==> src/mmu_pkg.sv <==
package mmu_pkg;

  // Word and address widths
  localparam int WORD_W     = 32;
  localparam int VADDR_W    = 14;
  localparam int PAGE_OFS_W = 6;
  localparam int VPN_W      = VADDR_W - PAGE_OFS_W;
  localparam int LVL_IDX_W  = 4;
  localparam int PPN_W      = 6;

  // Installed memory in pages of 64 words
  localparam int MEM_PAGES  = 16;
  localparam int PADDR_W    = $clog2(MEM_PAGES) + PAGE_OFS_W;

  localparam int TLB_ENTRIES = 4;
  localparam int TLB_IDX_W   = $clog2(TLB_ENTRIES);

  // PTE layout
  localparam int PTE_V_BIT   = 0;
  localparam int PTE_R_BIT   = 1;
  localparam int PTE_W_BIT   = 2;
  localparam int PTE_U_BIT   = 3;
  localparam int PTE_D_BIT   = 4;
  localparam int PTE_PPN_LSB = 8;

  typedef enum logic {
    OP_LOAD,
    OP_STORE
  } mem_op_e;

  // Encodings follow the RISC-V privilege levels
  typedef enum logic [1:0] {
    PRIV_U = 2'b00,
    PRIV_S = 2'b01,
    PRIV_M = 2'b11
  } priv_e;

  typedef enum logic [1:0] {
    FAULT_NONE,
    FAULT_LOAD_PAGE,
    FAULT_STORE_PAGE,
    FAULT_ACCESS
  } fault_e;

  typedef enum logic [1:0] {
    WALK_IDLE,
    WALK_L1,
    WALK_L0,
    WALK_FILL
  } walk_state_e;

endpackage
==> src/page_walker.sv <==
`timescale 1ns/10ps

module page_walker
  (input  logic                          clk_i
   , input  logic                        reset_i
   , input  logic [mmu_pkg::PPN_W-1:0]   base_ppn_i
   , input  logic                        walk_req_i
   , input  logic [mmu_pkg::VPN_W-1:0]   walk_vpn_i
   , output logic                        mem_req_o
   , output logic [mmu_pkg::PADDR_W-1:0] mem_addr_o
   , input  logic [mmu_pkg::WORD_W-1:0]  mem_rdata_i
   , output logic                        walk_done_o
   , output logic                        walk_fault_o
   , output logic [mmu_pkg::VPN_W-1:0]   fill_vpn_o
   , output logic [mmu_pkg::WORD_W-1:0]  fill_pte_o
   );

  import mmu_pkg::*;

  walk_state_e          state_r;
  logic                 rd_pend_r;
  logic                 fault_r;
  logic [VPN_W-1:0]     vpn_r;
  logic [WORD_W-1:0]    pte_r;

  logic [PPN_W-1:0]     tbl_ppn;
  logic [LVL_IDX_W-1:0] lvl_idx;
  logic                 tbl_ok;

  // Table page comes from the base register or the level-1 entry
  assign tbl_ppn = (state_r == WALK_L1) ? base_ppn_i : pte_r[PTE_PPN_LSB +: PPN_W];
  assign lvl_idx = (state_r == WALK_L1) ? vpn_r[VPN_W-1 -: LVL_IDX_W] : vpn_r[LVL_IDX_W-1:0];

  // Level-1 entry must point to a table and not to a leaf
  assign tbl_ok = (tbl_ppn < MEM_PAGES)
                & ((state_r == WALK_L1) | (pte_r[PTE_V_BIT] & ~pte_r[PTE_R_BIT]));

  assign mem_req_o  = ((state_r == WALK_L1) | (state_r == WALK_L0)) & ~rd_pend_r & tbl_ok;
  assign mem_addr_o = {tbl_ppn[PADDR_W-PAGE_OFS_W-1:0],
                       {(PAGE_OFS_W-LVL_IDX_W){1'b0}},
                       lvl_idx};

  assign walk_done_o  = (state_r == WALK_FILL);
  assign walk_fault_o = fault_r | ~pte_r[PTE_V_BIT] | ~pte_r[PTE_R_BIT];
  assign fill_vpn_o   = vpn_r;
  assign fill_pte_o   = pte_r;

  always_ff @(posedge clk_i) begin
    if (reset_i) begin
      state_r   <= WALK_IDLE;
      rd_pend_r <= 1'b0;
      fault_r   <= 1'b0;
    end else begin
      case (state_r)
        WALK_IDLE: begin
          if (walk_req_i) begin
            state_r   <= WALK_L1;
            rd_pend_r <= 1'b0;
            fault_r   <= 1'b0;
          end
        end
        WALK_L1, WALK_L0: begin
          if (!rd_pend_r) begin
            if (tbl_ok) begin
              rd_pend_r <= 1'b1;
            end else begin
              fault_r <= 1'b1;
              state_r <= WALK_FILL;
            end
          end else begin
            rd_pend_r <= 1'b0;
            state_r   <= (state_r == WALK_L1) ? WALK_L0 : WALK_FILL;
          end
        end
        default: begin
          state_r <= WALK_IDLE;
        end
      endcase
    end
  end

  always_ff @(posedge clk_i) begin
    if ((state_r == WALK_IDLE) & walk_req_i) begin
      vpn_r <= walk_vpn_i;
    end
    // Read data is one cycle behind the request
    if (rd_pend_r) begin
      pte_r <= mem_rdata_i;
    end
  end

endmodule

==> config.mk <==
export PLATFORM = sky130hd
export DESIGN_NAME = page_walker
export DESIGN_NICKNAME = d
export VERILOG_FILES = /design/src/mmu_pkg.sv /design/src/page_walker.sv
export SDC_FILE = /design/constraint.sdc
export NUM_CORES = 1
export LEC_CHECK = 0
export BUFFER_PORTS_ARGS = -buffer_cell sky130_fd_sc_hd__buf_2
export CAP_MARGIN = 20
export CORE_ASPECT_RATIO = 0.5
export CORE_MARGIN = 1.5
export CORE_UTILIZATION = 25
export CTS_CLUSTER_SIZE = 25
export DETAILED_ROUTE_END_ITERATION = 12
export PLACE_DENSITY = 0.51
export SYNTH_ARGS = -nofsm -noshare
export SYNTH_HDL_FRONTEND = slang
export SYNTH_SLANG_ARGS = --single-unit
==> constraint.sdc <==
create_clock -name clk_i -period 2.4 [get_ports clk_i]
set_input_delay 0.6 -clock clk_i [delete_from_list [all_inputs] [get_ports clk_i]]
set_output_delay 0.6 -clock clk_i [all_outputs]
set_load 0.005 [all_outputs]
==> out/qor.tcl <==
set qor(run_status) {finished, final reports clean}
set qor(hold_path.startpoint) {mem_rdata_i[23]}
set qor(total_leakage_power_nw) 1.02
set qor(ctsHtreeMaxLevel) 2
set qor(numCtsBuffers) 5
set qor(cts.path.max_buffers) 2
set qor(post_route_cells_drive_above_1_share) 0.611
set qor(setup.worst_path.end_class) {output port}
set qor(critPathBufInv) 3
set qor(cts_root_buf) {sky130_fd_sc_hd__clkbuf_16}
set qor(ratio_of_final_minimum_period_to_clock_period) 0.948
set qor(drt-initial-drc-count) 29
set qor(grt_usage) 0.0961
set qor(nNetsFinal) 252
set qor(maxClockFrequency_mhz) 439
set qor(netSwitchingPower_mw) 0.555
set qor(cts_hold_buffers) 0
set qor(place.detailed.hpwl_mm) 2.75
set qor(antenna_found_initial) 0
set qor(reg_to_reg_end) {state_r[0]}
set qor(setup_slack_ns) 0.124
set qor(design.die.area_um2) 7110
set qor(setup_viol) 0
set qor(path_cells) {inv_1 > ha_2 > buf_4 > mux2_2 > buf_2}
set qor(grt_pass1_vias) 1105
set qor(holdPathEnd) {fill_pte_o[23]}
set qor(gp_congestion) 0.746
set qor(crit_path_max_fanout) 8
set qor(power.combinational.fraction) 0.231
set qor(critical_path_required_ns) 1.80
set qor(slew_viol_final) 0
set qor(port_buffers) 99
set qor(die_w_um) 118
set qor(seqPwrFrac) 0.465
set qor(grt_first_pass_wirelength_mm) 5.20
set qor(rr_worst_depth) 6
set qor(worstHoldPathType) {in2reg}
set qor(internal_power_mw) 1.56
set qor(routedWlPerCell_um) 12.8
set qor(timing.critical_path.depth) 5
set qor(clkPwrFrac) 0.304
set qor(crit_arrival_ns) 1.68
set qor(num_vias) 1129
set qor(synth_edf_count) 40
set qor(grt_setup_unrepaired) {false}
set qor(ant_nets) 0
set qor(detailedRoute.firstPassIterationCount) 4
set qor(cp-start-kind) {register}
set qor(netlist_instances) 91
set qor(vias_per_cell) 3.95
set qor(avgSynthCellArea_um2) 18.1
set qor(async_flop_share) 0
set qor(setup_tns_ns) 0
set qor(rows) 20
set qor(initial_core_util) 0.265
set qor(finalHoldViolations) 0
set qor(die_h_um) 60.4
set qor(clock-sinks) 44
set qor(reg2reg_from) {state_r[1]}
set qor(timing.reg2reg.setup_slack_ns) 0.73
set qor(routed_wl_mm) 3.65
set qor(ys.flop_type) {sky130_fd_sc_hd__edfxtp_1}
set qor(clk_transition_reported_paths_ns) 0.06
set qor(critical_path_class) {reg2out}
set qor(global_route.overflow_total) 0
set qor(cts_post_setup_buffers_inserted) 0
set qor(pwr_density_cell_nw_per_um2) 881
set qor(switching_share) 0.263
set qor(clk_latency_ns) 0.28
set qor(tritoncts) {built}
set qor(final_period_minus_worst_setup_slack_ns) 2.28
set qor(critical_path_cell_with_the_highest_stage_delay) {sky130_fd_sc_hd__dfxtp_1}
set qor(antennaDiodeCount) 0
set qor(core_area_um2) 6210
set qor(maxCapViolCount) 0
set qor(path_delay_family) {buffers and inverters}
set qor(number_of_synthesized_register_bits) 44
set qor(hold-path-cell-count) 1
set qor(finalClockSkew_ns) 0.00281
set qor(synth.yosys.warnings) 0
set qor(pre_cts_ws_ns) 0.389
set qor(route.detailed.drc) 0
set qor(syn_area_um2) 1650
set qor(timing.critical_path.slowest_cell_delay_ns) 0.34
set qor(share_of_the_yosys_chip_area_belonging_to_registers) 0.779
set qor(irDropWorstVdd_uv) 254
set qor(largest_net_degree_at_the_start_of_global_routing) 30
set qor(boundaryPins) 102
set qor(layout-area-overhead-vs-synth_pct) 45.7
set qor(number_of_unique_standard_cell_types_used_by_synthesis) 24
## how the worst max path moves through the flow
stage	from	slack (ns)	end
after floorplan	rd_pend_r	0.60	mem_req_o
after global placement	state_r[1]	0.43	mem_addr_o[7]
after detailed placement	state_r[1]	0.39	mem_addr_o[3]
after CTS	state_r[1]	0.08	mem_addr_o[3]
after global routing	state_r[1]	0.01	mem_req_o
final	state_r[1]	0.12	mem_addr_o[3]
## logic make-up (layout without fill, tap and decap cells)
family / Yosys count / in the layout / synth area share
AOI/OAI and AO/OA: 10 / 10 / 0.0403
and+or+nand+nor: 14 / 14 / 0.0510
other: 1 / 2 / 0.00228
muxes: 9 / 9 / 0.0608
DFF: 44 / 44 / 0.779
adders and majority gates: 6 / 6 / 0.0456
buffers and inverters: 7 / 113 / 0.0213
## cells in the mapped netlist, types with 2 or more instances
cell	count	area share
sky130_fd_sc_hd__a21oi_1	3	0.0091
sky130_fd_sc_hd__buf_4	2	0.0091
sky130_fd_sc_hd__dfxtp_1	4	0.049
sky130_fd_sc_hd__edfxtp_1	40	0.73
sky130_fd_sc_hd__ha_1	6	0.046
sky130_fd_sc_hd__inv_1	4	0.0091
sky130_fd_sc_hd__mux2_2	8	0.055
sky130_fd_sc_hd__nor2_1	3	0.0068
sky130_fd_sc_hd__nor2b_1	2	0.0076
sky130_fd_sc_hd__nor3_1	3	0.0091
sky130_fd_sc_hd__o21ai_0	3	0.0091
## repair_timing
| action | CTS | global route |
|---|---|---|
| endpoints found under the setup margin | 0 | 7 |
| resized for setup | 0 | 2 |
| endpoints found under the hold margin | 0 | 0 |
## through the flow
stage | hold slack [ns] | total power [mW] | util | instances | area [µm²]
floorplan | 0.483 | 1.28 | - | 92 | 1650
global placement | 0.510 | 1.48 | 0.363 | 278 | 2250
detailed placement | 0.525 | 1.49 | 0.363 | 278 | 2250
CTS | 0.486 | 2.14 | 0.385 | 286 | 2390
global route | 0.480 | 2.24 | 0.386 | 286 | 2400
finish | 0.493 | 2.11 | 0.386 | 286 | 2400
## sequential cells by signal, summed over array words and instances (netlist names)
signal      flops
rd_pend_r       1
state_r         2
fill_vpn_o      8
fault_r         1
fill_pte_o     32
## worst register-to-register path, stage by stage (launching register included)
cell	delay [ns]
sky130_fd_sc_hd__dfxtp_1	0.34
sky130_fd_sc_hd__inv_1	0.14
sky130_fd_sc_hd__ha_2	0.26
sky130_fd_sc_hd__nor3b_2	0.21
sky130_fd_sc_hd__o22ai_2	0.14
sky130_fd_sc_hd__o31ai_1	0.28
sky130_fd_sc_hd__mux2i_1	0.22
## layout make-up
cell class	instances	area, µm²
fill	627	3810
sequential	44	1280
timing repair buffer	101	510
multi-input combinational	41	340
clock buffer	5	125
tap	88	110
inverter	4	15.0
clock inverter	3	13.8
## metal layers
layer,routed length (µm),vias up,share of wire,track usage
li1,-,546,-,-
met1,1510,545,0.41,0.119
met5,0,-,0,0
met2,1920,36,0.53,0.164
met3,186,2,0.051,0.0329
met4,31,0,0.0085,0.0314
## power by group through the flow
| stage | registers (mW) | clock network [mW] | logic [mW] |
|---|---|---|---|
| floorplan | 1.01 | 0 | 0.272 |
| global placement | 0.994 | 0 | 0.488 |
| detailed placement | 1.00 | 0 | 0.488 |
| CTS | 0.983 | 0.662 | 0.492 |
| global route | 0.996 | 0.699 | 0.549 |
| finish | 0.983 | 0.642 | 0.487 |
## layout by cell type (no fill, tap or decap), types with 2 or more instances in the layout
cell type / n
sky130_fd_sc_hd__a21oi_1: 3
sky130_fd_sc_hd__buf_2: 99
sky130_fd_sc_hd__buf_4: 2
sky130_fd_sc_hd__clkbuf_16: 5
sky130_fd_sc_hd__clkinv_2: 2
sky130_fd_sc_hd__conb_1: 2
sky130_fd_sc_hd__dfxtp_1: 3
sky130_fd_sc_hd__edfxtp_1: 40
sky130_fd_sc_hd__ha_1: 5
sky130_fd_sc_hd__inv_1: 4
sky130_fd_sc_hd__mux2_2: 8
sky130_fd_sc_hd__nor2_1: 3
sky130_fd_sc_hd__nor2b_1: 2
sky130_fd_sc_hd__nor3_1: 2
sky130_fd_sc_hd__o21ai_0: 3
(Power assumes the default switching activity.)
