File: src/mmu_pkg.sv
package mmu_pkg;

  // Word and address widths
  localparam int WORD_W     = 32;
  localparam int VADDR_W    = 14;
  localparam int PAGE_OFS_W = 6;
  localparam int VPN_W      = VADDR_W - PAGE_OFS_W;
  localparam int LVL_IDX_W  = 4;
  localparam int PPN_W      = 6;

  // Installed memory in pages of 64 words
  localparam int MEM_PAGES  = 16;
  localparam int PADDR_W    = $clog2(MEM_PAGES) + PAGE_OFS_W;

  localparam int TLB_ENTRIES = 4;
  localparam int TLB_IDX_W   = $clog2(TLB_ENTRIES);

  // PTE layout
  localparam int PTE_V_BIT   = 0;
  localparam int PTE_R_BIT   = 1;
  localparam int PTE_W_BIT   = 2;
  localparam int PTE_U_BIT   = 3;
  localparam int PTE_D_BIT   = 4;
  localparam int PTE_PPN_LSB = 8;

  typedef enum logic {
    OP_LOAD,
    OP_STORE
  } mem_op_e;

  // Encodings follow the RISC-V privilege levels
  typedef enum logic [1:0] {
    PRIV_U = 2'b00,
    PRIV_S = 2'b01,
    PRIV_M = 2'b11
  } priv_e;

  typedef enum logic [1:0] {
    FAULT_NONE,
    FAULT_LOAD_PAGE,
    FAULT_STORE_PAGE,
    FAULT_ACCESS
  } fault_e;

  typedef enum logic [1:0] {
    WALK_IDLE,
    WALK_L1,
    WALK_L0,
    WALK_FILL
  } walk_state_e;

endpackage
File: src/dtlb.sv
`timescale 1ns/10ps

module dtlb
  (input  logic                          clk_i
   , input  logic                        reset_i
   , input  logic                        flush_i
   , input  logic [mmu_pkg::VPN_W-1:0]   lookup_vpn_i
   , output logic                        hit_o
   , output logic [mmu_pkg::WORD_W-1:0]  pte_o
   , input  logic                        fill_v_i
   , input  logic [mmu_pkg::VPN_W-1:0]   fill_vpn_i
   , input  logic [mmu_pkg::WORD_W-1:0]  fill_pte_i
   );

  import mmu_pkg::*;

  logic [VPN_W-1:0]       tag_r [TLB_ENTRIES];
  logic [WORD_W-1:0]      pte_r [TLB_ENTRIES];
  logic [TLB_ENTRIES-1:0] valid_r;
  logic [TLB_IDX_W-1:0]   victim_r;

  logic [TLB_ENTRIES-1:0] lookup_match;
  logic [TLB_ENTRIES-1:0] fill_match;
  logic [TLB_IDX_W-1:0]   fill_idx;

  // Fully associative compare where at most one entry matches
  always_comb begin
    pte_o    = '0;
    fill_idx = victim_r;
    for (int i = 0; i < TLB_ENTRIES; i++) begin
      lookup_match[i] = valid_r[i] & (tag_r[i] == lookup_vpn_i);
      fill_match[i]   = valid_r[i] & (tag_r[i] == fill_vpn_i);
      if (lookup_match[i]) begin
        pte_o = pte_o | pte_r[i];
      end
      // Refill of a present VPN reuses its slot
      if (fill_match[i]) begin
        fill_idx = TLB_IDX_W'(i);
      end
    end
  end

  assign hit_o = |lookup_match;

  always_ff @(posedge clk_i) begin
    if (reset_i) begin
      valid_r  <= '0;
      victim_r <= '0;
    end else if (flush_i) begin
      valid_r <= '0;
    end else if (fill_v_i) begin
      valid_r[fill_idx] <= 1'b1;
      if (~|fill_match) begin
        victim_r <= victim_r + 1'b1;
      end
    end
  end

  always_ff @(posedge clk_i) begin
    if (fill_v_i) begin
      tag_r[fill_idx] <= fill_vpn_i;
      pte_r[fill_idx] <= fill_pte_i;
    end
  end

endmodule

File: config.mk
export PLATFORM = sky130hd
export DESIGN_NAME = dtlb
export DESIGN_NICKNAME = d
export VERILOG_FILES = /design/src/mmu_pkg.sv /design/src/dtlb.sv
export SDC_FILE = /design/constraint.sdc
export NUM_CORES = 1
export LEC_CHECK = 0
export BUFFER_PORTS_ARGS = -buffer_cell sky130_fd_sc_hd__buf_2
export CORE_MARGIN = 2
export CORE_UTILIZATION = 30
export DETAILED_ROUTE_END_ITERATION = 10
export PLACE_DENSITY = 0.49
export SYNTH_ARGS = -nofsm -noshare
export SYNTH_HDL_FRONTEND = slang
export SYNTH_SLANG_ARGS = --single-unit
File: constraint.sdc
create_clock -name clk_i -period 7.45 [get_ports clk_i]
set_input_delay 0.3725 -clock clk_i [delete_from_list [all_inputs] [get_ports clk_i]]
set_output_delay 0.3725 -clock clk_i [all_outputs]
set_load 0.03 [all_outputs]
==> impl_results.md, run 1 <==
- Power per Cell Area: roughly 260 mW/mm²
- Vias in the first global route: roughly 3,900
- Detailed Routing Iterations Pass 1: 5
- Most common library cell in the layout ignoring fill and taps: edfxtp_1
- Simple logic cell fraction of the synthesized area: approximately 6.4%
- Critical path peak fanout: 33
- Core area: 0.0217 mm²
- R2r setup slk: between 4 and 5 ns
- CP Class: flop to output port
- Total number of clock tree sinks: about 170
- Outcome: complete, no violations
- Final hold violations: 0
- Switching pwr: approximately 0.42 mW
- Starting Density: between 30% and 40%
- Fin Clk Skew: ~0.0046 ns
- Chip Height: 152 µm
- Total number of vias: approximately 3,700
- # fillers: a little over 2,000
- Number of max-cap violations: 0
- Min Tclk post-route: approximately 3.3 ns
- Xor/xnor share of the synthesized area: under 10%
- Period utilization: a little over two fifths
- Die width: about 150 µm
- Slew HR: ~30%
- Worst VDD drop: between 0.15 and 0.2 mV
- Setup WS post-layout: 4.19 ns
- Rows: 54
- Setup TNS: 0 ns
- Fmax: between 300 and 400 MHz
- Register area share after synthesis: between 70% and 80%
- DR vias/cell: between 4 and 5
- Non-Filler Cell Area, Final: 0.00794 mm²
- Hold WS: 0.162 ns
- CP Capture Type: output port
- Largest net degree at the start of global routing: 42
- DP Area: 0.00734 mm²
- Internal power: between 1.5 and 2 mW
- DRC: 0
- # port buffers: 84
- Initial antenna violation count: 2
- CTS buffer count: 17
- Syn_area_per_cell: ~17 µm²
- Area of the multi-input gates: approximately 0.0016 mm²
- LEAKAGE: 2.85 nW
- Mapped Nets: about 450
- Post-synthesis compound-gate area fraction: under 10%
- ANT nets after route: 0
- Cell variety after synth: 37
- Slowest-stage cell, CP: and3_2
- Crit path DAT: approximately 2.9 ns
- Yosys warns: 0
- Crit-path cells: xnor2_1, nand4_1, nor4_1, and3_2, a22oi_1, nand2_1, buf_2
- Die area: approximately 0.023 mm²
- Cts repair resizes: 0
- Sw Ratio: 20.8%
- Register area: slightly below 0.005 mm²
- CTS Hold Bufs: 0
- Synthesized flop and latch total: around 170
- R2r worst-path depth: 6
- Final WL: 15,000 µm
- Largest family of logic cells by synthesized area: compound AO/OA/AOI/OAI gates
- Mapped cell area: 0.00657 mm²
- Crit path buffers/inverters: 1
- CP max stage delay: ~0.84 ns
- Flop pwr share: a little over half
- Wire per inst: between 15 and 20 µm
- RSZ-0062 raised after global routing: no
- Crit path required time: around 7.1 ns
- Number of setup buffers added after CTS: 0
- Worst-margin pin slew: approximately 1.0 ns
- Setup violators final: 0
- Pre-CTS setup slack: about 4.3 ns
- Area growth syn-to-layout: 20.9%
- CTS root buffer: clkbuf_16
- Global-route wire length before repair: 22,900 µm
- Gr usage total: approximately an eighth
- CP Launch Type: flop
- Ant. Diodes: 0
- Share of cells above drive strength 1: a little over a quarter
- Levels on crit path: 7
- CP delay by family, top: simple AND/OR/NAND/NOR gates
- Nets: 540
- Mux cell area share after synthesis: less than 1%
- Hold Path Class: input port to flop
- Clk slew on worst S/H paths: about 0.060 ns
- Placer congestion estimate: between 0.7 and 0.8
- Slew Viols, Final: 0
- Final Power: 2.04 mW
- CTS tree: yes
- Clock buffer depth: 2
- Comb power frac: 4.0%
- Post-Synth Adder-Cell Area: 0%
- Post-DP HPWL: around 9000 µm
- Post-Syn Instances: between 300 and 400
- I/O pin count: 85
- Worst r2r dst: pte_r[1][12]
- Most frequent cells in the layout: edfxtp_1 (160), buf_2 (84), a22oi_1 (64), xnor2_1 (36), nand2_1 (35)
- DRT iter0 DRCs: between 200 and 300
- H-tree Lvls: 4
- Critical path startpoint: tag_r[2][5]
- Critical Path Sink: pte_o[15]
- RR Startpoint: tag_r[1][4]
- Clock Latency Late Sink: between 0.4 and 0.5 ns
- GR Overflow Total: 0
- Clock share of power: between 40% and 50%
layer usage:
layer | wire length (µm) | GRT usage, %
met2 | 7440 | 21.7
met4 | 34 | 2.67
met3 | 1000 | 4.71
met1 | 6500 | 16.9
met5 | 27 | 0
through the flow:
stage | cells | utilization (%)
floorplan | 394 | -
global placement | 749 | 33.9
detailed placement | 749 | 33.9
CTS | 780 | 36.6
global route | 780 | 36.6
finish | 780 | 36.6
logic make-up (layout without fill, tap and decap cells):
| logic type | after synthesis | count (layout) |
|---|---|---|
| flops | 166 | 166 |
| xor+xnor | 64 | 64 |
| compound gates | 75 | 75 |
| buf+inv | 17 | 123 |
| mux | 1 | 1 |
| simple gates | 71 | 71 |
cell usage after synthesis, drive strengths merged:
library cell,n,area share (%)
a22oi,64,7.3
buf,4,0.30
or2b,1,0.11
nand4,7,0.76
nand3,5,0.46
xnor2,36,4.8
nand3b,1,0.11
o221a,1,0.17
edfxtp,160,73
nand2,35,2.0
o31ai,2,0.23
and3,3,0.36
nor4b,1,0.23
o21a,3,0.34
or4,2,0.23
o2111ai,1,0.13
nor3,3,0.40
a21boi,2,0.29
inv,3,0.17
xor2,28,3.7
mux2,1,0.17
a2111oi,1,0.42
clkbuf,10,0.57
nor2b,2,0.30
dfxtp,6,1.8
nor4,8,1.2
or3,1,0.095
nor2,2,0.11
a21oi,1,0.076
layout make-up:
class / instances / area share [%]
clock buffers: 18 / 5.40
flip-flops and latches: 166 / 62.0
multi-input cells: 211 / 20.1
inverters: 3 / 0.142
well taps: 280 / 4.41
repair buffers: 89 / 5.76
clock inverters: 13 / 2.16
how the worst min path moves through the flow:
stage | slack, ns | from | depth (start not counted) | endpoint
final | 0.16 | reset_i | 2 | victim_r[0]
after CTS | 0.14 | reset_i | 2 | victim_r[0]
after floorplan | 0.44 | reset_i | 1 | victim_r[0]
after detailed placement | 0.49 | valid_r[0] | 1 | valid_r[0]
after global placement | 0.49 | victim_r[0] | 2 | victim_r[0]
after global routing | 0.15 | fill_pte_i[30] | 1 | pte_r[2][30]
flip-flops by register name, summed over array words and instances (netlist names):
signal,count
pte_r,128
tag_r,32
valid_r,4
victim_r,2
power by group through the flow:
stage                     registers, mW  logic [mW]  clock network [mW]
after detailed placement           1.08      0.0820                   0
after floorplan                    1.08      0.0365                   0
after global placement             1.08      0.0812                   0
final                              1.06      0.0807               0.895
after global routing               1.06      0.0895               0.952
after CTS                          1.06      0.0824               0.913
worst reg2reg max path: stages (launching register included):
cell and delay [ns]:
edfxtp_1 0.42, xor2_1 0.19, nor4_1 0.37, nand4_1 0.25, a21boi_2 0.38, o2111ai_1 0.20, inv_2 0.80
Note: power is estimated with default switching activity, not from simulation.
==> run 2: changes to the inputs <==
Clock period 7.45 ns to 3.1 ns, I/O delays scaled along.
==> impl_results.md, run 2 (synthesized netlist as in run 1, its figures left out) <==
- Critical path startpoint: tag_r[2][5]
- # port buffers: 84 (unchanged)
- Switching pwr: 1.03 mW (+140%)
- Fin Clk Skew: 0.0140 ns (+0.00938 ns)
- Core area: 0.0217 mm² (unchanged)
- Register area: 0.00492 mm² (unchanged)
- Setup TNS: 0 ns (unchanged)
- Die width: 152 µm (unchanged)
- Largest net degree at the start of global routing: 41 (-2.4%)
- I/O pin count: 85 (unchanged)
- Crit path required time: 2.94 ns (-4.14 ns)
- Hold Path Class: input port to flop
- Critical path peak fanout: 15 (-55%)
- Internal power: 3.82 mW (+140%)
- Rows: 54 (unchanged)
- GR Overflow Total: 0 (unchanged)
- Share of cells above drive strength 1: 26.3% (-0.26 points)
- Largest regs: pte_r: 128 flops, tag_r: 32 flops, valid_r: 4 flops
- Die area: 0.0231 mm² (unchanged)
- Max FFs per register: 128 (unchanged)
- Worst-margin pin slew: 0.496 ns (-0.551 ns)
- Slew Viols, Final: 0 (unchanged)
- Most common library cell in the layout ignoring fill and taps: edfxtp_1
- Global-route wire length before repair: 23,600 µm (+3.1%)
- Most frequent cells in the layout: edfxtp_1 (160), buf_2 (84), a22oi_1 (64), xnor2_1 (36), nand2_1 (35)
- Comb power frac: 4.8% (+0.8 points)
- R2r setup slk: 0.57 ns (-3.86 ns)
- CTS tree: yes
- Vias in the first global route: 4,107 (+6.0%)
- Clk slew on worst S/H paths: 0.06 ns (about the same)
- Post-DP HPWL: 9410 µm (+7.4%)
- Crit path DAT: 2.61 ns (-0.28 ns)
- H-tree Lvls: 4 (unchanged)
- Worst r2r dst: pte_r[3][2]
- Area growth syn-to-layout: 27.4%
- Gr usage total: 13.4% (+0.22 points)
- Area of the multi-input gates: 0.00160 mm² (unchanged)
- Clock Latency Late Sink: 0.43 ns (+0.02 ns)
- DR vias/cell: 4.72 (-0.62%)
- Clock buffer depth: 2 (unchanged)
- Final WL: 15,100 µm (+0.74%)
- Sw Ratio: 21.2% (+0.42 points)
- CP Launch Type: flop
- Clock share of power: 42.6% (-1.3 points)
- Starting Density: 30.3% (unchanged)
- Total number of clock tree sinks: 166 (unchanged)
- RSZ-0062 raised after global routing: no
- DRT iter0 DRCs: 160 (-43%)
- Hold WS: 0.0619 ns (-0.100 ns)
- Slew HR: 67.0% (+37 points)
- Chip Height: 152 µm (unchanged)
- Setup violators final: 0 (unchanged)
- Min Tclk post-route: 2.77 ns
- Flop pwr share: 52.6% (+0.5 points)
- Fmax: 361 MHz
- Placer congestion estimate: 0.785 (+1.8%)
- Detailed Routing Iterations Pass 1: 4 (-1)
- Largest register by flop count: pte_r
- Outcome: complete, no violations
- Final hold violations: 0 (unchanged)
- RR Startpoint: tag_r[1][4]
- Final Power: 4.85 mW (+140%)
- Power per Cell Area: 580 mW/mm² (+130%)
- Nets: 582 (+7.8%)
- # fillers: 2,009 (-0.50%)
- CP Capture Type: output port
- Number of max-cap violations: 0 (unchanged)
- Number of setup buffers added after CTS: 0 (unchanged)
- Period utilization: between 80% and 90%
- CP Class: flop to output port
- DRC: 0 (unchanged)
- Initial antenna violation count: 0 (-2)
- Wire per inst: 18.4 µm (-4.5%)
- CTS root buffer: clkbuf_16
- R2r worst-path depth: 6 (unchanged)
- Ant. Diodes: 0 (unchanged)
- ANT nets after route: 0 (unchanged)
- LEAKAGE: 3.03 nW (+6.2%)
- Critical Path Sink: pte_o[11]
- CTS buffer count: 17 (unchanged)
- Worst VDD drop: 0.380 mV (+150%)
- Total number of vias: 3,886 (+4.9%)
==> run 2: changes by cell type in the layout (fill, tap and decap cells not counted) <==
cell           before  now
dlygate4sd3_1       0   33
buf_4               5   10
clkinv_4            0    1
clkinvlp_4          1    4
buf_12              0    4
bufinv_16           3    2
inv_8               3    1
==> run 2: worst min path at each step <==
stage                  from          end  slack (ns)  depth (start not counted)
floorplan           reset_i  victim_r[0]        0.22                          1
global placement    reset_i  victim_r[0]        0.36                          2
detailed placement  reset_i  victim_r[0]        0.37                          2
CTS                 flush_i  victim_r[0]        0.03                          3
global route        flush_i  victim_r[0]        0.06                          3
finish              flush_i  victim_r[0]        0.06                          3
==> run 2: per-stage QoR <==
stage	setup slack, ns	instances	cell area [µm²]	utilization (%)
floorplan	0.000776	394	6580	-
global placement	0.586	758	7460	34.4
detailed placement	0.564	758	7460	34.4
CTS	0.254	823	8370	38.6
global route	0.128	823	8370	38.6
finish	0.333	823	8370	38.6
==> run 2: what timing repair did <==
item,CTS,global route
hold buffers,33,0
hold endpoints to repair,129,0
resized for setup,0,0
==> run 2: worst max-delay path: stages (launching register included) <==
cell      delay, ns
edfxtp_1       0.42
xnor2_1        0.20
nand4_1        0.11
nor4_1         0.27
and3_2         0.51
buf_4          0.27
a22oi_1        0.08
nand2_1        0.11
buf_2          0.21
==> run 2: layer usage <==
layer	track usage, %	up-vias	routed length (µm)
met3	3.68	16	683
met1	17.7	1946	7170
li1	-	1823	-
met4	4.76	0	206
met2	21.3	101	7070
met5	0	-	0
==> run 2: power by group through the flow <==
stage / sequential (mW) / combinational [mW] / clock, mW
3_3_place_gp: 2.60 / 0.200 / 0
5_1_grt: 2.56 / 0.257 / 2.20
3_5_place_dp: 2.60 / 0.205 / 0
2_1_floorplan: 2.60 / 0.0890 / 0
4_1_cts: 2.55 / 0.239 / 2.13
6_report: 2.55 / 0.234 / 2.07
==> run 2: cell type report <==
| class | count | area share [%] |
|---|---|---|
| inverter | 3 | 0.135 |
| clock inverter | 14 | 1.79 |
| tap | 280 | 4.19 |
| sequential | 166 | 58.8 |
| clock buffer | 18 | 5.13 |
| multi-input combinational | 211 | 19.1 |
| timing repair buffer | 131 | 10.8 |
