### src/mmu_pkg.sv
package mmu_pkg;

  // Word and address widths
  localparam int WORD_W     = 32;
  localparam int VADDR_W    = 14;
  localparam int PAGE_OFS_W = 6;
  localparam int VPN_W      = VADDR_W - PAGE_OFS_W;
  localparam int LVL_IDX_W  = 4;
  localparam int PPN_W      = 6;

  // Installed memory in pages of 64 words
  localparam int MEM_PAGES  = 16;
  localparam int PADDR_W    = $clog2(MEM_PAGES) + PAGE_OFS_W;

  localparam int TLB_ENTRIES = 4;
  localparam int TLB_IDX_W   = $clog2(TLB_ENTRIES);

  // PTE layout
  localparam int PTE_V_BIT   = 0;
  localparam int PTE_R_BIT   = 1;
  localparam int PTE_W_BIT   = 2;
  localparam int PTE_U_BIT   = 3;
  localparam int PTE_D_BIT   = 4;
  localparam int PTE_PPN_LSB = 8;

  typedef enum logic {
    OP_LOAD,
    OP_STORE
  } mem_op_e;

  // Encodings follow the RISC-V privilege levels
  typedef enum logic [1:0] {
    PRIV_U = 2'b00,
    PRIV_S = 2'b01,
    PRIV_M = 2'b11
  } priv_e;

  typedef enum logic [1:0] {
    FAULT_NONE,
    FAULT_LOAD_PAGE,
    FAULT_STORE_PAGE,
    FAULT_ACCESS
  } fault_e;

  typedef enum logic [1:0] {
    WALK_IDLE,
    WALK_L1,
    WALK_L0,
    WALK_FILL
  } walk_state_e;

endpackage
### src/xlate_stage.sv
`timescale 1ns/10ps

module xlate_stage
  (input  logic                          clk_i
   , input  logic                        reset_i
   , input  logic                        cmd_v_i
   , input  mmu_pkg::mem_op_e            cmd_op_i
   , input  logic [mmu_pkg::VADDR_W-1:0] cmd_vaddr_i
   , input  logic [mmu_pkg::WORD_W-1:0]  cmd_data_i
   , output logic                        cmd_ready_o
   , input  logic                        translation_en_i
   , input  mmu_pkg::priv_e              priv_i
   , input  logic                        sum_i
   , output logic [mmu_pkg::VPN_W-1:0]   tlb_vpn_o
   , input  logic                        tlb_hit_i
   , input  logic [mmu_pkg::WORD_W-1:0]  tlb_pte_i
   , output logic                        walk_req_o
   , output logic [mmu_pkg::VPN_W-1:0]   walk_vpn_o
   , output logic                        walk_store_o
   , input  logic                        walk_done_i
   , input  logic                        walk_fault_i
   , output logic                        mem_req_o
   , output logic                        mem_we_o
   , output logic [mmu_pkg::PADDR_W-1:0] mem_addr_o
   , output logic [mmu_pkg::WORD_W-1:0]  mem_wdata_o
   , output logic                        resp_v_o
   , output mmu_pkg::fault_e             resp_fault_o
   );

  import mmu_pkg::*;

  logic               cmd_v_r;
  mem_op_e            op_r;
  logic [VADDR_W-1:0] vaddr_r;
  logic [WORD_W-1:0]  data_r;
  logic               resp_v_r;
  fault_e             resp_fault_r;

  logic               xlate_on;
  logic               is_store;
  logic [VPN_W-1:0]   vpn;
  logic [VPN_W-1:0]   phys_pn;
  logic               pte_u;
  logic               priv_fault;
  logic               write_fault;
  logic               done;
  fault_e             page_fault_code;
  fault_e             fault;

  // M mode bypasses translation
  assign xlate_on = translation_en_i & (priv_i != PRIV_M);
  assign is_store = (op_r == OP_STORE);
  assign vpn      = vaddr_r[VADDR_W-1:PAGE_OFS_W];
  assign pte_u    = tlb_pte_i[PTE_U_BIT];
  assign phys_pn  = xlate_on ? VPN_W'(tlb_pte_i[PTE_PPN_LSB +: PPN_W]) : vpn;

  assign priv_fault  = ((priv_i == PRIV_S) & ~sum_i & pte_u) | ((priv_i == PRIV_U) & ~pte_u);
  assign write_fault = is_store & ~(tlb_pte_i[PTE_W_BIT] & tlb_pte_i[PTE_D_BIT]);
  assign page_fault_code = is_store ? FAULT_STORE_PAGE : FAULT_LOAD_PAGE;

  // A failed walk also retires the command
  assign done = cmd_v_r & (~xlate_on | tlb_hit_i | (walk_done_i & walk_fault_i));

  always_comb begin
    if (xlate_on & ~tlb_hit_i) begin
      fault = page_fault_code;
    end else if (xlate_on & (priv_fault | write_fault)) begin
      fault = page_fault_code;
    end else if (phys_pn >= MEM_PAGES) begin
      fault = FAULT_ACCESS;
    end else begin
      fault = FAULT_NONE;
    end
  end

  assign cmd_ready_o  = ~cmd_v_r | done;
  assign tlb_vpn_o    = vpn;
  assign walk_req_o   = cmd_v_r & xlate_on & ~tlb_hit_i;
  assign walk_vpn_o   = vpn;
  assign walk_store_o = is_store;

  assign mem_req_o   = done & (fault == FAULT_NONE);
  assign mem_we_o    = is_store;
  assign mem_addr_o  = {phys_pn[PADDR_W-PAGE_OFS_W-1:0], vaddr_r[PAGE_OFS_W-1:0]};
  assign mem_wdata_o = data_r;

  assign resp_v_o     = resp_v_r;
  assign resp_fault_o = resp_fault_r;

  always_ff @(posedge clk_i) begin
    if (reset_i) begin
      cmd_v_r  <= 1'b0;
      resp_v_r <= 1'b0;
    end else begin
      if (cmd_v_i & cmd_ready_o) begin
        cmd_v_r <= 1'b1;
      end else if (done) begin
        cmd_v_r <= 1'b0;
      end
      resp_v_r <= done;
    end
  end

  always_ff @(posedge clk_i) begin
    if (cmd_v_i & cmd_ready_o) begin
      op_r    <= cmd_op_i;
      vaddr_r <= cmd_vaddr_i;
      data_r  <= cmd_data_i;
    end
    if (done) begin
      resp_fault_r <= fault;
    end
  end

endmodule

### config.mk
export PLATFORM = sky130hd
export DESIGN_NAME = xlate_stage
export DESIGN_NICKNAME = d
export VERILOG_FILES = /design/src/mmu_pkg.sv /design/src/xlate_stage.sv
export SDC_FILE = /design/constraint.sdc
export NUM_CORES = 1
export LEC_CHECK = 0
export BUFFER_PORTS_ARGS = -buffer_cell sky130_fd_sc_hd__buf_2
export CORE_MARGIN = 2
export CORE_UTILIZATION = 35
export CTS_CLUSTER_DIAMETER = 120
export DETAILED_ROUTE_END_ITERATION = 8
export GPL_TIMING_DRIVEN = 0
export MAX_ROUTING_LAYER = met4
export PLACE_DENSITY = 0.75
export SLEW_MARGIN = 5
export SYNTH_ARGS = -nofsm -noshare
export SYNTH_HDL_FRONTEND = slang
export SYNTH_SLANG_ARGS = --single-unit
### constraint.sdc
create_clock -name clk_i -period 3.5 [get_ports clk_i]
set_input_delay 0 -clock clk_i [delete_from_list [all_inputs] [get_ports clk_i]]
set_output_delay 0 -clock clk_i [all_outputs]
set_load 0.03 [all_outputs]
==> summary.txt, run 1 <==
Layout cells sized above 1 = 54.4%
CP cell instances = a21boi_0, nor4b_4, nand3_1, a21oi_1, buf_2
Final wirelength = 5060 µm
Slew @ Worst Pin = 0.824 ns
Die width = 76.3 µm
Warnings from Yosys = 0
Final period util = 50.4%
CP Max Fanout = 5
Antenna cells = 0
DR vias = 1527
Post-synthesis sequential area ratio = 82.6%
1st-iter DRT viols = 48
Final setup fails = 0
Cts hold-fix bufs = 49
Clock Skews = 0.00862 ns
Max-slew violation count = 0
First-pass GRT wire length = 8140 µm
Initial antenna violation count = 0
CORE AREA = 5070 µm²
Status = finished, final reports clean
Vias in the first global route = 1730
Die Span Y = 76.3 µm
1st-pass router iterations = 4
Top cell type's share of synthesized area = 80.4%
Final Hold Viols = 0
Min Hold Slack = 0.177 ns
Slowest cell delay on critical path = 0.46 ns
Worst-path clk slew = 0.09 ns
Post-Syn Area = 1830 µm²
Port bufs = 131
WL/cell = 14.2 µm
Routability congestion estimate = 0.721
Avg Vias per Cell = 4.28
Hold Path Depth = 4
R2R Setup Slk = 1.90 ns
Core Rows = 26
CTS Root Cell = clkbuf_8
CTS tree = built
Hold Path Sink = resp_v_o
Reg2reg end = mem_wdata_o[8]
Max Fclk = 567 MHz
Routed length on met2 = 2560 µm
Final ANT Viol Nets = 0
Area growth from synthesis to layout = 74.6%
Ports = 155
Nets = 375
Worst Setup End Kind = output pin
H-tree depth = 2
All-Layer GR Usage = 18.7%
Num Clock Sinks = 51
Max-Cap Viols = 0
Syn Inst Count = 98
DRC viols = 0
RSZ-0062 raised after global routing = false
Post-CTS sizing = 0
Critical path arrival = 1.76 ns
Post-synth EDFFs = 49
#FFs+latches synth = 51
Initial core utilization = 36.0%
Area leader, netlist = edfxtp_1
Post-synth top cells = 49 x edfxtp_1, 13 x nand2_1, 9 x buf_4
Leak Pwr = 1.43 nW
Num CTS Buffers = 5
Avg Cell Area, Syn = 18.7 µm²
Crit Path Category = reg -> out
Die ar. = 5820 µm²
Later-pin clock latency in the skew report = 0.30 ns
Final core occ = 62.9%
PwrDens = 416 nW/µm²
Hold path start = walk_fault_i
Setup Buffers After CTS = 0
GR Overflow Total = 0
Slew headroom = 44.9%
Hold crit path type = in -> reg
Type of element launching the critical path = flop
Worst r2r src = cmd_v_r
Max layer used = met4
WL met1 = 2000 µm
Fraction of registers with async set or reset after synthesis = 0%
Ys flop type = edfxtp_1
Top-count cell post-synth = edfxtp_1
Min Clock Period, post-route = 1.76 ns
Clk buf depth = 2
Unique masters post-synth = 23
CP max-delay cell = edfxtp_1
Largest cells by area after synthesis = edfxtp_1 80%, buf_4 3.7%, nand2_1 2.7%, dfxtp_1 2.2%, nor4b_4 1.3%
Post-synth net total = 187
Met3 wire length = 468 µm
R2R depth = 2
Peak supply drop = 0.322 mV
Largest net degree at the start of global routing = 25
Post-detail-place hpwl = 3130 µm
Worst Path Required = 3.50 ns
## layout by cell type, fill, tap and decap left out, types with 2 or more instances in the layout
cell type,n
nand2b_1,2
o2bb2ai_1,2
edfxtp_1,49
a21oi_1,2
nor2_1,2
inv_1,2
inv_6,2
nand2_1,13
buf_4,9
dfxtp_1,2
buf_2,131
clkbuf_8,5
dlygate4sd3_1,49
## worst max-delay path by stage
stage,startpoint,to,slack (ns),cells after the start
2_1_floorplan,translation_en_i,mem_wdata_o[0],0.36,4
3_3_place_gp,translation_en_i,mem_wdata_o[25],-0.63,5
3_5_place_dp,translation_en_i,mem_wdata_o[21],1.75,6
4_1_cts,vaddr_r[13],mem_req_o,1.67,4
5_1_grt,vaddr_r[13],mem_req_o,1.50,4
6_report,mem_we_o,mem_req_o,1.74,5
## worst max-delay path, delay by kind of cell (launching register included)
kind / cells / cell delay (ns)
flops: 1 / 0.46
compound gates: 2 / 0.38
buf+inv: 1 / 0.22
simple gates: 2 / 0.41
## kinds of logic (layout without fill, tap and decap cells)
family / count (synthesis) / after routing / synth area share [%]
AND/OR/NAND/NOR: 25 / 25 / 7.93
AO/OA/AOI/OAI: 10 / 10 / 4.72
buffers and inverters: 12 / 201 / 4.72
flip-flops: 51 / 51 / 82.6
## area by class of cell
class / instances / area (µm²)
fillers: 390 / 1880
flip-flops and latches: 51 / 1510
repair buffers: 181 / 1170
multi-input cells: 35 / 243
well taps: 70 / 87.6
plain buffers: 10 / 78.8
clock buffers: 5 / 68.8
clock inverters: 3 / 22.5
inverters: 2 / 7.51
## per-stage QoR
stage	total power [mW]	area [µm²]	TNS [ns]	cells	setup slack (ns)
detailed placement	0.953	2610	0	300	1.75
finish	1.33	3190	0	357	1.74
floorplan	0.865	1830	0	98	0.358
global route	1.38	3190	0	357	1.50
CTS	1.33	3190	0	357	1.67
global placement	0.947	2570	-29.64	299	-0.632
## per-layer routing
layer	global-route usage [%]	vias up
li1	-	730
met1	20.9	704
met2	32.1	88
met3	6.75	5
met4	4.36	0
met5	-	-
## flip-flops by register name, indices dropped and copies added, names as in the netlist
signal and flops:
cmd_v_r 1, mem_wdata_o 32, mem_we_o 1, resp_fault_o 2
resp_v_o 1, vaddr_r 14
## power by group
group          switching, mW  total [mW]  internal (mW)
logic                  0.152       0.263          0.111
registers             0.0133       0.722          0.709
clock network          0.197       0.342          0.145
No activity file was read; power rests on OpenSTA's default activity.
==> run 2: changes to the inputs <==
- ABC_AREA: unset -> 1
- clock period: 3.5 -> 1.8 ns (I/O delays scaled with it)
==> run 2 against run 1 <==
Clock skew rose by 0.0034 ns. Final cell count rose by 4.8%. Combinational power is 95% higher. Worst setup slack worse by 1.4 ns. Clock-buffer cell count is the same. Register-to-register slack lost 1.5 ns. Core utilization decreased by 0.38 points.
==> summary.txt, run 2 <==
Status = finished, final reports clean
Switching part of the total = 27.6%
Die width = 76.7 µm
Type of element launching the critical path = flop
Final Hold Viols = 0
Hold path start = walk_fault_i
Worst-path clk slew = 0.09 ns
Most common cell after layout, fill and taps aside = buf_2
CTS tree = built
1st-iter DRT viols = 34
Ys flop type = edfxtp_1
Min Clock Period, post-route = 1.43 ns
Routed length on met2 = 2460 µm
Port bufs = 131
Post-Syn Area = 1850 µm²
Warnings from Yosys = 0
H-tree depth = 2
Syn Inst Count = 115
Final ANT Viol Nets = 0
CORE AREA = 5110 µm²
Hold Path Depth = 5
Die ar. = 5890 µm²
Fraction of registers with async set or reset after synthesis = 0%
Post-synth EDFFs = 49
Final wirelength = 5100 µm
Commonest cells after routing, fill and taps aside = 131 x buf_2, 49 x dlygate4sd3_1, 49 x edfxtp_1
#FFs+latches synth = 51
Final period util = 79.5%
Max layer used = met4
Layout cells sized above 1 = 53.9%
Seq. cell area = 1510 µm²
Final setup fails = 0
First-pass GRT wire length = 7640 µm
Reg2reg end = mem_wdata_o[6]
Crit Path Category = reg -> out
Unique masters post-synth = 14
Multi-input gate area = 246 µm²
CP Max Fanout = 5
Top cell type's share of synthesized area = 79.5%
Most frequent CP cell = nand2_2
Peak supply drop = 0.532 mV
Leak Pwr = 1.50 nW
Post-synthesis sequential area ratio = 81.7%
Hold crit path type = in -> reg
Sequential share of power = 54.4%
Nets = 392
Initial antenna violation count = 0
Core Rows = 26
Largest net degree at the start of global routing = 25
WL met1 = 2080 µm
Worst r2r src = cmd_v_r
Ports = 155
RSZ-0062 raised after global routing = false
Antenna cells = 0
Avg Vias per Cell = 4.27
GR Overflow Total = 0
Comb power frac = 19.9%
Int Pwr = 1.87 mW
WL/cell = 13.6 µm
CTS Root Cell = clkbuf_8
Worst Setup End Kind = output pin
Pre-CTS WS = -0.0454 ns
Hold Path Sink = resp_v_o
DR vias = 1598
Num CTS Buffers = 5
PwrDens = 808 nW/µm²
Post-detail-place hpwl = 2980 µm
Critical path arrival = 1.43 ns
Max-slew violation count = 0
CP max-delay cell = edfxtp_1
Clk buf depth = 2
Switch Pwr = 0.712 mW
Slew headroom = 55.1%
R2R depth = 3
Later-pin clock latency in the skew report = 0.30 ns
Setup ws final = 0.369 ns
Sum Neg Setup Slack = 0 ns
R2R Setup Slk = 0.40 ns
Post-synth net total = 204
Avg Cell Area, Syn = 16.1 µm²
CP cell instances = a21boi_2, nand2_2, nand2_2, nand2_2, nor2_1, buf_2
All-Layer GR Usage = 17.8%
Clock Skews = 0.0120 ns
Fill cell count = 390
Post-synth top cells = 49 x edfxtp_1, 21 x nand2_1, 10 x inv_1
Largest cells by area after synthesis = edfxtp_1 80%, nand2_1 4.3%, buf_4 3.7%, dfxtp_1 2.2%, inv_1 2.0%
Area leader, netlist = edfxtp_1
Routability congestion estimate = 0.674
Worst Path Required = 1.80 ns
Num Clock Sinks = 51
Max reg flops = 32
Final core occ = 62.5%
DRC viols = 0
Max Fclk = 699 MHz
Critical path's top delay family = flip-flops
Top-count cell post-synth = edfxtp_1
Vias in the first global route = 1686
Met3 wire length = 456 µm
Max-Cap Viols = 0
Die Span Y = 76.7 µm
Power share of the clock group = 25.8%
Min Hold Slack = 0.0822 ns
1st-pass router iterations = 4
Slowest cell delay on critical path = 0.48 ns
Slew @ Worst Pin = 0.673 ns
Area growth from synthesis to layout = 72.6%
Buf/Inv on CP = 1
Initial core utilization = 36.2%
[run 2: layer usage]
| layer | global-route usage (%) | vias up |
|---|---|---|
| met5 | - | - |
| met4 | 7.45 | 0 |
| met3 | 5.29 | 10 |
| met2 | 29.5 | 109 |
| met1 | 20.0 | 718 |
| li1 | - | 761 |
[run 2: how the worst max path moves through the flow]
stage / from / to / slack [ns] / cells past startpoint
after CTS: cmd_v_r / mem_we_o / 0.06 / 3
after detailed placement: priv_i[0] / mem_wdata_o[9] / -0.05 / 7
after global placement: priv_i[0] / vaddr_r[5] / 0.0005 / 7
final: mem_we_o / mem_req_o / 0.37 / 6
after global routing: mem_we_o / mem_req_o / 0.23 / 6
after floorplan: cmd_v_r / mem_wdata_o[0] / 0.27 / 3
[run 2: worst min-delay path: cells and delay by family]
kind,cells,cell delay (ns)
and+or+nand+nor,4,0.27
buffers and inverters,1,0.08
[run 2: final cells by class]
cell class                      count  area share [%]
Clock inverter                      3           0.705
Clock buffer                        5            2.15
Sequential cell                    51            47.3
Buffer                              9            2.12
Timing Repair Buffer              180            35.9
Tap cell                           70            2.74
Inverter                           11            1.37
Multi-Input combinational cell     45            7.72
[run 2: cell families (layout without fill, tap and decap cells)]
kind of cell | Yosys count | after routing | synth area share, %
DFF | 51 | 51 | 81.7
and+or+nand+nor | 42 | 43 | 11.4
buffers and inverters | 20 | 208 | 6.02
AOI/OAI and AO/OA | 2 | 2 | 0.879
[run 2: what timing repair did]
item	4_1_cts	5_1_grt
setup endpoints to repair	47	23
endpoints found under the hold margin	49	0
resized for setup	0	1
cloned	1	0
hold buffers	49	0
pin swaps	1	0
buffers inserted	0	0
[run 2: metrics by stage]
stage                     cell area, µm²  total power, mW  instances
final                               3190             2.58        374
after global routing                3190             2.68        374
after CTS                           3190             2.59        374
after detailed placement            2600             1.85        316
after global placement              2600             1.84        316
after floorplan                     1860             1.69        115
[run 2: power groups by stage]
stage	Sequential (mW)	Combinational, mW	Clock (mW)
global placement	1.43	0.415	0
floorplan	1.56	0.123	0
CTS	1.40	0.505	0.679
detailed placement	1.43	0.422	0
finish	1.40	0.512	0.664
global route	1.41	0.542	0.730
